### src/verilog/mdu_arith_pkg.sv
`default_nettype none

package mdu_arith_pkg;

  // **********************************************************
  // Data widths
  // **********************************************************

  // One machine word, for operands, results and registers
  typedef logic [31:0] word_t;

  // Adder width, a word plus sign and carry room
  typedef logic [33:0] sum_t;

  // **********************************************************
  // Operations and control word layout
  // **********************************************************

  typedef enum logic [1:0] {
    MULL = 2'd0,
    MULH = 2'd1,
    DIV  = 2'd2,
    REM  = 2'd3
  } mdu_op_e;

  // Operation sits in bits CTRL_OP_MSB down to 0
  localparam int unsigned CTRL_OP_MSB       = 1;
  localparam int unsigned CTRL_SIGNED_A_BIT = 2;
  localparam int unsigned CTRL_SIGNED_B_BIT = 3;

endpackage

`default_nettype wire

### src/verilog/mdu_bus_pkg.sv
`default_nettype none

package mdu_bus_pkg;

  typedef logic [1:0] resp_t;
  typedef logic [7:0] reg_offset_t;

  localparam resp_t RESP_OKAY   = 2'b00;
  localparam resp_t RESP_SLVERR = 2'b10;

  // Register map
  localparam reg_offset_t REG_A      = 8'h00;
  localparam reg_offset_t REG_B      = 8'h04;
  localparam reg_offset_t REG_CTRL   = 8'h08;
  localparam reg_offset_t REG_STATUS = 8'h0C;
  localparam reg_offset_t REG_RESULT = 8'h10;

endpackage

`default_nettype wire

### src/verilog/mdu_adder.sv
`timescale 1ns/1ps
`default_nettype none

module mdu_adder (
  input  mdu_arith_pkg::sum_t  add_a,
  input  mdu_arith_pkg::sum_t  add_b,
  input  mdu_arith_pkg::word_t divisor,
  output mdu_arith_pkg::sum_t  sum,
  output mdu_arith_pkg::word_t sum_low,
  output logic                 not_zero
);

  // **********************************************************
  // Full width sum
  // **********************************************************

  // Multiply accumulate and trial subtract both use all 34 bits
  assign sum = add_a + add_b;

  // Low word tap, used with ~x + 1 to negate a word
  assign sum_low = sum[31:0];

  // **********************************************************
  // Divisor check
  // **********************************************************

  // Lets the core pick the divide by zero path in its first state
  assign not_zero = |divisor;

endmodule

`default_nettype wire

### src/verilog/mdu_core.sv
`timescale 1ns/1ps
`default_nettype none

module mdu_core (
  input  logic                   clock,
  input  logic                   reset,
  input  logic                   start,
  input  mdu_arith_pkg::word_t   operand_a,
  input  mdu_arith_pkg::word_t   operand_b,
  input  mdu_arith_pkg::mdu_op_e op,
  input  logic                   signed_a,
  input  logic                   signed_b,
  output mdu_arith_pkg::sum_t    add_a,
  output mdu_arith_pkg::sum_t    add_b,
  input  mdu_arith_pkg::sum_t    sum,
  input  mdu_arith_pkg::word_t   sum_low,
  input  logic                   not_zero,
  output mdu_arith_pkg::word_t   result,
  output logic                   done
);

  typedef enum logic [2:0] {
    IDLE,
    ABS_A,
    ABS_B,
    COMP,
    LAST,
    SIGN,
    FINISH
  } state_e;

  state_e               state_q;
  state_e               state_d;
  logic [4:0]           count_q;
  logic [4:0]           count_d;
  // Multiply: accumulator, multiplicand, multiplier
  // Divide: remainder window, quotient, divisor
  logic [32:0]          acc_q;
  logic [32:0]          acc_d;
  logic [32:0]          opa_q;
  logic [32:0]          opa_d;
  logic [32:0]          opb_q;
  logic [32:0]          opb_d;
  mdu_arith_pkg::word_t numer_q;
  mdu_arith_pkg::word_t numer_d;

  logic                 sign_a;
  logic                 sign_b;
  logic [32:0]          ext_a;
  logic [32:0]          ext_b;
  logic [32:0]          pp_first;
  logic [32:0]          pp_step;
  logic                 is_mul;
  logic                 trial_ge;
  mdu_arith_pkg::word_t rem_next;
  mdu_arith_pkg::word_t quot_next;
  logic                 change_sign;

  assign sign_a   = operand_a[31] & signed_a;
  assign sign_b   = operand_b[31] & signed_b;
  assign ext_a    = {sign_a, operand_a};
  assign ext_b    = {sign_b, operand_b};
  assign pp_first = ext_a & {33{operand_b[0]}};
  assign pp_step  = opa_q & {33{opb_q[0]}};
  assign is_mul   = (op == mdu_arith_pkg::MULL) || (op == mdu_arith_pkg::MULH);

  // Sign of window minus divisor, read from the top adder bit
  assign trial_ge    = ~sum[33];
  assign rem_next    = trial_ge ? sum[32:1] : acc_q[31:0];
  assign quot_next   = {opa_q[30:0], trial_ge};
  assign change_sign = (op == mdu_arith_pkg::DIV) ? (sign_a ^ sign_b) : sign_a;

  // MULH ends on the subtract of the multiplier sign term
  assign result = (op == mdu_arith_pkg::MULH) ? ~sum[31:0] : acc_q[31:0];
  assign done   = (state_q == FINISH) || (is_mul && (state_q == LAST));

  always_ff @(posedge clock) begin
    if (reset) begin
      state_q <= IDLE;
      count_q <= 5'd0;
    end else begin
      state_q <= state_d;
      count_q <= count_d;
    end
  end

  always_ff @(posedge clock) begin
    acc_q   <= acc_d;
    opa_q   <= opa_d;
    opb_q   <= opb_d;
    numer_q <= numer_d;
  end

  // **********************************************************
  // Next state
  // **********************************************************

  always_comb begin
    state_d = state_q;
    count_d = count_q;
    acc_d   = acc_q;
    opa_d   = opa_q;
    opb_d   = opb_q;
    numer_d = numer_q;
    if (!start) begin
      state_d = IDLE;
    end else begin
      case (state_q)
        IDLE: begin
          count_d = 5'd31;
          case (op)
            mdu_arith_pkg::MULL: begin
              acc_d   = {1'b0, operand_a & {32{operand_b[0]}}};
              opa_d   = {1'b0, operand_a[30:0], 1'b0};
              opb_d   = {2'b00, operand_b[31:1]};
              state_d = (operand_b[31:1] == 31'd0) ? LAST : COMP;
            end
            mdu_arith_pkg::MULH: begin
              // First partial product, already shifted right
              acc_d   = {pp_first[32], pp_first[32:1]};
              opa_d   = ext_a;
              opb_d   = {1'b0, ext_b[32:1]};
              state_d = COMP;
            end
            default: begin
              if (!not_zero) begin
                acc_d   = (op == mdu_arith_pkg::DIV) ? {1'b0, 32'hffff_ffff} :
                                                       {1'b0, operand_a};
                state_d = FINISH;
              end else begin
                state_d = ABS_A;
              end
            end
          endcase
        end

        ABS_A: begin
          numer_d = sign_a ? sum_low : operand_a;
          opa_d   = 33'd0;
          state_d = ABS_B;
        end

        ABS_B: begin
          opb_d   = {1'b0, sign_b ? sum_low : operand_b};
          acc_d   = {32'd0, numer_q[31]};
          state_d = COMP;
        end

        COMP: begin
          count_d = count_q - 5'd1;
          case (op)
            mdu_arith_pkg::MULL: begin
              acc_d   = {1'b0, sum[31:0]};
              opa_d   = {1'b0, opa_q[30:0], 1'b0};
              opb_d   = {1'b0, opb_q[32:1]};
              state_d = (opb_q[32:1] == 32'd0) ? LAST : COMP;
            end
            mdu_arith_pkg::MULH: begin
              acc_d   = sum[33:1];
              opb_d   = {1'b0, opb_q[32:1]};
              state_d = (count_q == 5'd1) ? LAST : COMP;
            end
            default: begin
              acc_d   = {rem_next, numer_q[count_d]};
              opa_d   = {1'b0, quot_next};
              state_d = (count_q == 5'd1) ? LAST : COMP;
            end
          endcase
        end

        LAST: begin
          if (is_mul) begin
            state_d = IDLE;
          end else begin
            acc_d   = (op == mdu_arith_pkg::DIV) ? {1'b0, quot_next} : {1'b0, rem_next};
            state_d = SIGN;
          end
        end

        SIGN: begin
          if (change_sign) begin
            acc_d = {1'b0, sum_low};
          end
          state_d = FINISH;
        end

        default: state_d = IDLE;
      endcase
    end
  end

  // **********************************************************
  // Adder operands
  // **********************************************************

  always_comb begin
    add_a = '0;
    add_b = '0;
    case (state_q)
      ABS_A: begin
        add_a = {2'b00, ~operand_a};
        add_b = 34'd1;
      end
      ABS_B: begin
        add_a = {2'b00, ~operand_b};
        add_b = 34'd1;
      end
      SIGN: begin
        add_a = {2'b00, ~acc_q[31:0]};
        add_b = 34'd1;
      end
      COMP, LAST: begin
        case (op)
          mdu_arith_pkg::MULL: begin
            add_a = {2'b00, acc_q[31:0]};
            add_b = {2'b00, pp_step[31:0]};
          end
          mdu_arith_pkg::MULH: begin
            // H - A is formed as ~(~H + A) on the sign step
            add_a = (state_q == LAST) ? ~{acc_q[32], acc_q} : {acc_q[32], acc_q};
            add_b = {pp_step[32], pp_step};
          end
          default: begin
            // Carry-in of one on both sides gives window minus divisor
            add_a = {acc_q, 1'b1};
            add_b = {~opb_q, 1'b1};
          end
        endcase
      end
      default: ;
    endcase
  end

endmodule

`default_nettype wire

### src/verilog/mdu_axi_regs.sv
`timescale 1ns/1ps
`default_nettype none

module mdu_axi_regs #(
  parameter int ADDR_WIDTH = 8
) (
  input  logic                   clock,
  input  logic                   reset,
  input  logic                   awvalid,
  output logic                   awready,
  input  logic [ADDR_WIDTH-1:0]  awaddr,
  input  logic                   wvalid,
  output logic                   wready,
  input  mdu_arith_pkg::word_t   wdata,
  output logic                   bvalid,
  input  logic                   bready,
  output mdu_bus_pkg::resp_t     bresp,
  input  logic                   arvalid,
  output logic                   arready,
  input  logic [ADDR_WIDTH-1:0]  araddr,
  output logic                   rvalid,
  input  logic                   rready,
  output mdu_arith_pkg::word_t   rdata,
  output mdu_bus_pkg::resp_t     rresp,
  output mdu_arith_pkg::word_t   operand_a,
  output mdu_arith_pkg::word_t   operand_b,
  output mdu_arith_pkg::mdu_op_e op,
  output logic                   signed_a,
  output logic                   signed_b,
  output logic                   start,
  input  mdu_arith_pkg::word_t   result,
  input  logic                   done
);

  localparam logic [ADDR_WIDTH-1:0] OFS_A      = ADDR_WIDTH'(mdu_bus_pkg::REG_A);
  localparam logic [ADDR_WIDTH-1:0] OFS_B      = ADDR_WIDTH'(mdu_bus_pkg::REG_B);
  localparam logic [ADDR_WIDTH-1:0] OFS_CTRL   = ADDR_WIDTH'(mdu_bus_pkg::REG_CTRL);
  localparam logic [ADDR_WIDTH-1:0] OFS_STATUS = ADDR_WIDTH'(mdu_bus_pkg::REG_STATUS);
  localparam logic [ADDR_WIDTH-1:0] OFS_RESULT = ADDR_WIDTH'(mdu_bus_pkg::REG_RESULT);

  logic                 busy_q;
  logic                 done_flag_q;
  mdu_arith_pkg::word_t result_q;
  logic                 wr_accept;
  logic                 wr_error;
  logic                 rd_accept;
  logic                 rd_error;
  mdu_arith_pkg::word_t rd_data;

  // One response outstanding per side
  assign wr_accept = awvalid && wvalid && !bvalid;
  assign rd_accept = arvalid && !rvalid;
  assign awready   = wr_accept;
  assign wready    = wr_accept;
  assign arready   = rd_accept;
  assign start     = busy_q;

  // **********************************************************
  // Address decode
  // **********************************************************

  always_comb begin
    case (awaddr)
      OFS_A, OFS_B, OFS_CTRL: wr_error = busy_q;
      default:                wr_error = 1'b1;
    endcase
  end

  always_comb begin
    rd_data  = '0;
    rd_error = 1'b0;
    case (araddr)
      OFS_A:  rd_data = operand_a;
      OFS_B:  rd_data = operand_b;
      OFS_CTRL: begin
        rd_data[mdu_arith_pkg::CTRL_OP_MSB:0]     = op;
        rd_data[mdu_arith_pkg::CTRL_SIGNED_A_BIT] = signed_a;
        rd_data[mdu_arith_pkg::CTRL_SIGNED_B_BIT] = signed_b;
      end
      OFS_STATUS: rd_data = {30'd0, done_flag_q, busy_q};
      OFS_RESULT: rd_data = result_q;
      default:    rd_error = 1'b1;
    endcase
  end

  // **********************************************************
  // Handshake and operation tracking
  // **********************************************************

  always_ff @(posedge clock) begin
    if (reset) begin
      bvalid      <= 1'b0;
      rvalid      <= 1'b0;
      busy_q      <= 1'b0;
      done_flag_q <= 1'b0;
    end else begin
      if (wr_accept) begin
        bvalid <= 1'b1;
      end else if (bready) begin
        bvalid <= 1'b0;
      end
      if (rd_accept) begin
        rvalid <= 1'b1;
      end else if (rready) begin
        rvalid <= 1'b0;
      end
      if (wr_accept && !wr_error && (awaddr == OFS_CTRL)) begin
        busy_q      <= 1'b1;
        done_flag_q <= 1'b0;
      end else if (done) begin
        busy_q      <= 1'b0;
        done_flag_q <= 1'b1;
      end
    end
  end

  always_ff @(posedge clock) begin
    if (wr_accept) begin
      bresp <= wr_error ? mdu_bus_pkg::RESP_SLVERR : mdu_bus_pkg::RESP_OKAY;
      if (!wr_error) begin
        case (awaddr)
          OFS_A: operand_a <= wdata;
          OFS_B: operand_b <= wdata;
          OFS_CTRL: begin
            op       <= mdu_arith_pkg::mdu_op_e'(wdata[mdu_arith_pkg::CTRL_OP_MSB:0]);
            signed_a <= wdata[mdu_arith_pkg::CTRL_SIGNED_A_BIT];
            signed_b <= wdata[mdu_arith_pkg::CTRL_SIGNED_B_BIT];
          end
          default: ;
        endcase
      end
    end
    if (rd_accept) begin
      rdata <= rd_data;
      rresp <= rd_error ? mdu_bus_pkg::RESP_SLVERR : mdu_bus_pkg::RESP_OKAY;
    end
    // Result stays here until read, the core never waits on the bus
    if (done) begin
      result_q <= result;
    end
  end

endmodule

`default_nettype wire

### src/verilog/mdu_top.sv
`timescale 1ns/1ps
`default_nettype none

module mdu_top #(
  parameter int ADDR_WIDTH = 8
) (
  input  logic                  clock,
  input  logic                  reset,
  input  logic                  awvalid,
  output logic                  awready,
  input  logic [ADDR_WIDTH-1:0] awaddr,
  input  logic                  wvalid,
  output logic                  wready,
  input  mdu_arith_pkg::word_t  wdata,
  output logic                  bvalid,
  input  logic                  bready,
  output mdu_bus_pkg::resp_t    bresp,
  input  logic                  arvalid,
  output logic                  arready,
  input  logic [ADDR_WIDTH-1:0] araddr,
  output logic                  rvalid,
  input  logic                  rready,
  output mdu_arith_pkg::word_t  rdata,
  output mdu_bus_pkg::resp_t    rresp
);

  // Register block to core
  mdu_arith_pkg::word_t   operand_a;
  mdu_arith_pkg::word_t   operand_b;
  mdu_arith_pkg::mdu_op_e op;
  logic                   signed_a;
  logic                   signed_b;
  logic                   start;
  mdu_arith_pkg::word_t   result;
  logic                   done;

  // Core to adder
  mdu_arith_pkg::sum_t    add_a;
  mdu_arith_pkg::sum_t    add_b;
  mdu_arith_pkg::sum_t    sum;
  mdu_arith_pkg::word_t   sum_low;
  logic                   not_zero;

  mdu_axi_regs #(
    .ADDR_WIDTH(ADDR_WIDTH)
  ) mdu_axi_regs_i (
    .*
  );

  mdu_core mdu_core_i (
    .*
  );

  // Divisor check looks straight at the B operand register
  mdu_adder mdu_adder_i (
    .divisor(operand_b),
    .*
  );

endmodule

`default_nettype wire

### config.mk
export PLATFORM = sky130hd
export DESIGN_NAME = mdu_top
export DESIGN_NICKNAME = d
export VERILOG_FILES = /design/src/verilog/mdu_arith_pkg.sv /design/src/verilog/mdu_bus_pkg.sv /design/src/verilog/mdu_adder.sv /design/src/verilog/mdu_core.sv /design/src/verilog/mdu_axi_regs.sv /design/src/verilog/mdu_top.sv
export SDC_FILE = /design/constraint.sdc
export NUM_CORES = 1
export LEC_CHECK = 0
export ABC_AREA = 1
export BUFFER_PORTS_ARGS = -buffer_cell sky130_fd_sc_hd__buf_2
export CAP_MARGIN = 20
export CORE_MARGIN = 3
export CORE_UTILIZATION = 40
export CTS_CLUSTER_SIZE = 12
export DETAILED_ROUTE_END_ITERATION = 7
export PLACE_DENSITY_LB_ADDON = 0.3
export SLEW_MARGIN = 20
export SYNTH_ARGS = -nofsm -noshare
export SYNTH_HDL_FRONTEND = slang
export SYNTH_SLANG_ARGS = --single-unit
### constraint.sdc
create_clock -name clock -period 8.63 [get_ports clock]
set_clock_uncertainty 0.2 [all_clocks]
set_input_delay 1.2945 -clock clock [delete_from_list [all_inputs] [get_ports clock]]
set_output_delay 1.2945 -clock clock [all_outputs]
set_load 0.05 [all_outputs]
==> impl_metrics.ini, run 1 <==
[synth]
ys_seq_area_share_pct = 42.8
ys_types = 51
synth_most_common_cell = nand2_1
avgSynthCellArea_sq_um = 7.38
synthTopCellsByArea = edfxtp_1, nand2_1, inv_1
synth-seq-cells = 276
synth_commonest_cells = nand2_1, inv_1, edfxtp_1, o21ai_0, nand3_1
ys_warn_count = 0
async_reset_ff_share_pct = 0
synth_top_area_share_pct = 41.6
yosys.area.top_type = edfxtp_1
synthCells = 2583
synth-edff-count = 264
ys_dominant_reg_cell = edfxtp_1
synth_area_sq_um = 19100

[critical_path]
regToRegSetupSlack_ns = 1.83
crit_fanout = 46
worstSetupPathType = register to register
critPathLaunchType = register
ff2ff_path_depth = 21
cp-end-kind = register
critPathArrivalTime_ns = 6.93
cp.required_ns = 8.76

[power]
power_density_nw_per_um2 = 138
intPower_w = 0.00227
swShare_pct = 22.1
power.share.sequential_pct = 50.1
p_clk_share_pct = 47.2
power_leakage_nw = 8.86
power_frac_comb_pct = 2.7
vdd_drop_max_mv = 0.165
p_sw_w = 0.000647

[drt]
drt-total-wl_mm = 84.1
drt_pre_antenna_iters = 7
remaining_drc_errors = 0
wl_per_cell_microns = 26.0
ant_nets = 0
drt_iter0_drc = 3112
vias_per_cell = 6.19
via_count = 20100

[die]
rows = 79
die_x_microns = 224
pin_count = 96
coreArea_sq_um = 46900
fp.dieH_microns = 224
start_util_pct = 40.7
dieArea_sq_um = 50300

[grt]
antenna_found_initial = 0
grt_pass1_vias = 18800
grt_pass1_wl_mm = 123
grt_max_degree = 109
grt.total_usage_pct = 32.3
gr-total-overflow = 0

[timing]
slew_headroom_pct = 24.7
finalSetupViolCount = 0
grt_setup_unrepaired = no
clock.fmax_mhz = 147
hold_violations = 0
tightest_slew_ns = 1.13
post-route-period-util_pct = 78.8
period_needed_ns = 6.80
final-max-slew-violation-count = 0
setup_tns_ns = 0

[placed_design]
io_buffer_count = 93
gp_congestion = 1.01
dp_hpwl_mm = 59.7
dp.cells = 3183

[cts]
clockBufferDepth = 3
insertion_delay_ns = 0.61
holdBufCountCts = 0
htreeDepth = 1
cts_tree = built
numCtsBuffers = 31
clock_sinks = 276
post_cts_buffers = 0
cts.clk_slew.worst_paths_ns = 0.07
cts_resized = 0
root_buffer = clkbuf_16

[finish]
syn_to_final_growth_pct = 11.0
fillers = 4734
drive_above_1_share_pct = 8.28
final-seq-area_sq_um = 8170
antenna_cells = 0
fin_nets = 2700
multi_input_area_sq_um = 9150
fin_cells = 3239

[status]
status = complete, no violations

[job]
drv_cap = 0

[min_path]
min_path_type = register to register
min_path_cells = 2
## cells by family (layout without fill, tap and decap cells)
kind of cell,count (synthesis),after routing,synth area share [%]
simple gates,1165,1165,25.7
compound gates,616,616,18.9
buf+inv,477,525,9.59
flops,276,276,42.8
fa+ha+maj,36,36,2.40
xor+xnor,12,12,0.551
other cells,1,2,0.0197
## final timing paths
check                                           start                     to
worst max-delay path            mdu_core_i.state_q[0]   mdu_core_i.acc_q[23]
worst min-delay path            mdu_axi_regs_i.bvalid  mdu_axi_regs_i.bvalid
worst max register to register  mdu_core_i.state_q[0]   mdu_core_i.acc_q[23]
worst min register to register  mdu_axi_regs_i.bvalid  mdu_axi_regs_i.bvalid
## worst max-delay path, cell delays in order (launching register included)
cell,delay (ns)
dfxtp_1,0.43
nor2_1,0.10
nand2_2,0.75
inv_2,0.17
nor2_4,0.42
buf_4,0.58
o21ai_0,0.22
ha_1,0.41
nand2_1,0.15
inv_1,0.07
nand2_1,0.06
nand2_1,0.06
a21oi_1,0.21
nor2_1,0.07
nor2_1,0.17
nand2_1,0.09
nand2_1,0.79
nand2_1,0.93
nand2_1,0.29
nand3_1,0.10
nand2_1,0.08
nand4_1,0.08
## layout make-up
| type | count | share of cell area [%] |
|---|---|---|
| repair buffers | 137 | 3.82 |
| flip-flops and latches | 276 | 38.6 |
| clock inverters | 12 | 0.615 |
| clock buffers | 44 | 4.29 |
| well taps | 607 | 3.59 |
| multi-input cells | 1831 | 43.2 |
| inverters | 332 | 5.89 |
## layout by cell type, fill, tap and decap left out, types with 9 or more instances in the layout
master | netlist | layout
a211oi_1 | 31 | 31
o21bai_1 | 10 | 10
inv_1 | 323 | 319
inv_2 | 6 | 9
clkbuf_16 | 0 | 34
o211ai_1 | 19 | 19
a21oi_1 | 174 | 172
buf_4 | 4 | 43
xor2_1 | 10 | 10
nor2_1 | 147 | 143
ha_1 | 35 | 35
nand3_1 | 207 | 207
o22ai_1 | 56 | 56
dfxtp_1 | 12 | 12
buf_2 | 13 | 93
edfxtp_1 | 264 | 264
nand4_1 | 53 | 53
o21a_1 | 9 | 9
o221ai_1 | 53 | 53
o21ai_0 | 234 | 234
nand2_1 | 706 | 704
nor3_1 | 20 | 17
## power groups by stage
stage               sequential (W)  clock, W  combinational [W]
finish                     0.00146   0.00138          0.0000779
global route               0.00146   0.00144          0.0000812
CTS                        0.00146   0.00138          0.0000777
detailed placement         0.00149         0          0.0000777
global placement           0.00149         0          0.0000764
floorplan                  0.00152         0          0.0000166
## through the flow
step | cell area (sq um) | util (%) | hold WS (ns) | power (W) | worst slack [ns]
2_1_floorplan | 19100 | - | 0.270 | 0.00154 | 1.68
3_3_place_gp | 20100 | 43.0 | 0.276 | 0.00157 | 2.33
3_5_place_dp | 20100 | 43.0 | 0.301 | 0.00157 | 2.18
4_1_cts | 21200 | 45.2 | 0.313 | 0.00292 | 2.14
5_1_grt | 21200 | 45.2 | 0.331 | 0.00298 | 1.55
6_report | 21200 | 45.2 | 0.312 | 0.00292 | 1.83
## routing by layer
metal / wire, microns / global-route usage (%) / vias up / share of wire [%]
met5: 0 / 0 / - / 0
met4: 5690 / 18.2 / 0 / 6.8
met3: 8270 / 5.53 / 324 / 9.8
met2: 38900 / 52.5 / 1377 / 46
met1: 31300 / 40.9 / 9413 / 37
li1: - / - / 8942 / -
## registers in the layout, summed over array words and instances (netlist names), 3 cells and up
name	cells
mdu_axi_regs_i.operand_b	32
mdu_core_i.state_q	3
mdu_core_i.acc_q	33
mdu_axi_regs_i.operand_a	32
mdu_core_i.opa_q	33
mdu_core_i.opb_q	32
mdu_axi_regs_i.result_q	32
mdu_core_i.count_q	5
mdu_axi_regs_i.rdata	32
mdu_core_i.numer_q	32
No activity file was read; power rests on OpenSTA's default activity.
==> run 2: changes to the inputs <==
ABC_AREA = 0   (was 1)
clock period = 5.7 ns   (was 8.63 ns; I/O delays follow)
==> run 2 against run 1 <==
Against the previous run:
- sequential cell count did not move
- die area fell by 3.1%
- critical path type unchanged
- power rose by 48%
- non-clock buffer count rose by 49
- clock power rose by 43%
==> impl_metrics.ini, run 2 <==
[synth]
synth_top_area_share_pct = 42.9
synth-edff-count = 264
ys_warn_count = 0
ys_types = 84
synth_commonest_cells = nand2_1, edfxtp_1, a21oi_1, o21ai_0, nor2_1
synthTopCellsByArea = edfxtp_1, nand2_1, a21oi_1
async_reset_ff_share_pct = 0
avgSynthCellArea_sq_um = 9.35
synthCells = 1975
ys_seq_area_share_pct = 44.2
ys_dominant_reg_cell = edfxtp_1
synth_most_common_cell = nand2_1
synth_area_sq_um = 18500
yosys.area.top_type = edfxtp_1
synth-seq-cells = 276

[timing]
period_needed_ns = 5.53
tightest_slew_ns = 1.15
worst_hold_slack_ns = 0.213
post-route-period-util_pct = 97.0
finalSetupViolCount = 0
clock.fmax_mhz = 181
hold_violations = 0
setup_slack_ns = 0.171
final-max-slew-violation-count = 0
grt_setup_unrepaired = no
setup_tns_ns = 0
slew_headroom_pct = 23.3

[die]
start_util_pct = 40.6
pin_count = 96
rows = 78
die_x_microns = 221
coreArea_sq_um = 45500
dieArea_sq_um = 48800
fp.dieH_microns = 221

[critical_path]
crit_fanout = 29
ff2ff_path_depth = 17
r2r-start = mdu_core_i.state_q[1]
critPathLaunchType = register
cp_top_family = compound AO/OA/AOI/OAI gates
worstSetupPathType = register to register
cp-end-kind = register
crit_slowest_cell = a311oi_1
cp_num_buf_inv = 3
path_cells = buf_4 > inv_1 > nor2_1 > nand2_1 > buf_4 > o221ai_1 > ha_1 > a21oi_1 > nor2b_1 > a21oi_2 > a311oi_1 > a21oi_2 > o21a_1 > o311a_1 > mux2i_1 > o221ai_1 > a32o_1
regToRegSetupSlack_ns = 0.17
slowest_delay_ns = 0.73
cp.required_ns = 5.87
rr_endpoint = mdu_core_i.acc_q[31]
critPathArrivalTime_ns = 5.70

[drt]
remaining_drc_errors = 0
ant_nets = 0
vias_per_cell = 6.60
wl_per_cell_microns = 29.2
drt_iter0_drc = 2909
drt_pre_antenna_iters = 6
drt-total-wl_mm = 77.8
via_count = 17600

[power]
power_density_nw_per_um2 = 208
power_leakage_nw = 7.62
vdd_drop_max_mv = 0.174

[min_path]
min_to = mdu_axi_regs_i.rvalid
min_path_type = input pin to register
min_from = rready
min_path_cells = 2

[cts]
holdBufCountCts = 0
clock_sinks = 276
htreeDepth = 1
clockBufferDepth = 3
insertion_delay_ns = 0.63
cts_resized = 0
post_cts_buffers = 0
cts.clk_slew.worst_paths_ns = 0.06
numCtsBuffers = 31
cts_tree = built
root_buffer = clkbuf_16

[placed_design]
gp_congestion = 1.02
pre_cts_slack_ns = 0.321
io_buffer_count = 93
place_area_sq_um = 19900
dp_hpwl_mm = 54.9

[finish]
final_cell_area_sq_um = 20800
fin_nets = 2126
multi_input_area_sq_um = 9630
final_cell_mix = nand2_1, edfxtp_1, a21oi_1
utilization_pct = 45.8
fillers = 4353
antenna_cells = 0
reg.largest.list = mdu_core_i.acc_q x33, mdu_core_i.opa_q x33
drive_above_1_share_pct = 15.4
final-seq-area_sq_um = 8170
syn_to_final_growth_pct = 12.8
final_common_cell = nand2_1

[grt]
grt_max_degree = 72
grt_pass1_vias = 16400
grt.total_usage_pct = 30.6
grt_pass1_wl_mm = 113
gr-total-overflow = 0
antenna_found_initial = 3

[status]
status = complete, no violations

[job]
drv_cap = 0
==> run 2: cell types whose count changed after synthesis, sizes merged, moves of 19 or more <==
cell / delta
xnor2: +22
inv: -305
a2bb2oi: +40
a31oi: +37
o22ai: -46
o221ai: -19
xor2: +30
o21ai: -47
a21oi: +32
mux2: +34
nand3: -170
nand2: -415
nand4: -42
mux2i: +96
==> run 2: cell type report <==
type / count / area share [%]
multi-input combinational: 1516 / 46.2
sequential: 276 / 39.2
clock buffer: 43 / 4.13
clock inverter: 14 / 0.510
tap: 600 / 3.60
timing repair buffer: 186 / 5.94
inverter: 24 / 0.432
==> run 2: cells by family (layout without fill, tap and decap cells) <==
group           count (synthesis)  in the layout  share of synthesized area, %
xor+xnor                       64             64                          3.03
mux                           142            142                          8.74
buf+inv                       184            267                          4.04
flops                         276            276                          44.2
fa+ha+maj                      36             36                          2.48
compound gates                678            678                          23.4
simple gates                  594            594                          14.1
other cells                     1              2                        0.0203
==> run 2: worst register-to-register path: cells and delay by family (launching register included) <==
family / cells / cell delay [ns]
AOI/OAI and AO/OA: 9 / 2.75
DFF: 1 / 0.38
and+or+nand+nor: 3 / 0.56
muxes: 1 / 0.20
buffers and inverters: 3 / 0.88
adders and majority gates: 1 / 0.32
==> run 2: power by group <==
group	internal, W	total (W)	switching, W
logic	0.0000385	0.000139	0.000101
registers	0.00221	0.00222	0.00000509
clock network	0.00109	0.00197	0.000875
==> run 2: worst max-delay path by stage <==
stage | startpoint | end | slack, ns | depth (start not counted)
4_1_cts | mdu_core_i.state_q[1] | mdu_core_i.acc_q[31] | 0.26 | 17
2_1_floorplan | awvalid | mdu_axi_regs_i.operand_b[0] | 0.66 | 4
3_3_place_gp | mdu_core_i.state_q[1] | mdu_core_i.acc_q[31] | 0.48 | 17
3_5_place_dp | mdu_core_i.state_q[1] | mdu_core_i.acc_q[31] | 0.32 | 17
5_1_grt | mdu_core_i.state_q[1] | mdu_core_i.acc_q[24] | 0.08 | 18
6_report | mdu_core_i.state_q[1] | mdu_core_i.acc_q[31] | 0.17 | 17
==> run 2: metal layers <==
metal	global-route usage [%]	share of wire, %	wire [microns]	vias up
met3	7.40	13	10200	230
met1	43.7	40	31200	8430
li1	-	-	-	7564
met2	45.1	42	32900	1331
met5	0	0.035	27	-
met4	11.5	4.4	3390	4
==> run 2: through the flow <==
stage / std cells / power (W)
after floorplan: 1976 / 0.00235
after global placement: 2601 / 0.00240
after detailed placement: 2601 / 0.00240
after CTS: 2658 / 0.00434
after global routing: 2659 / 0.00443
final: 2659 / 0.00433
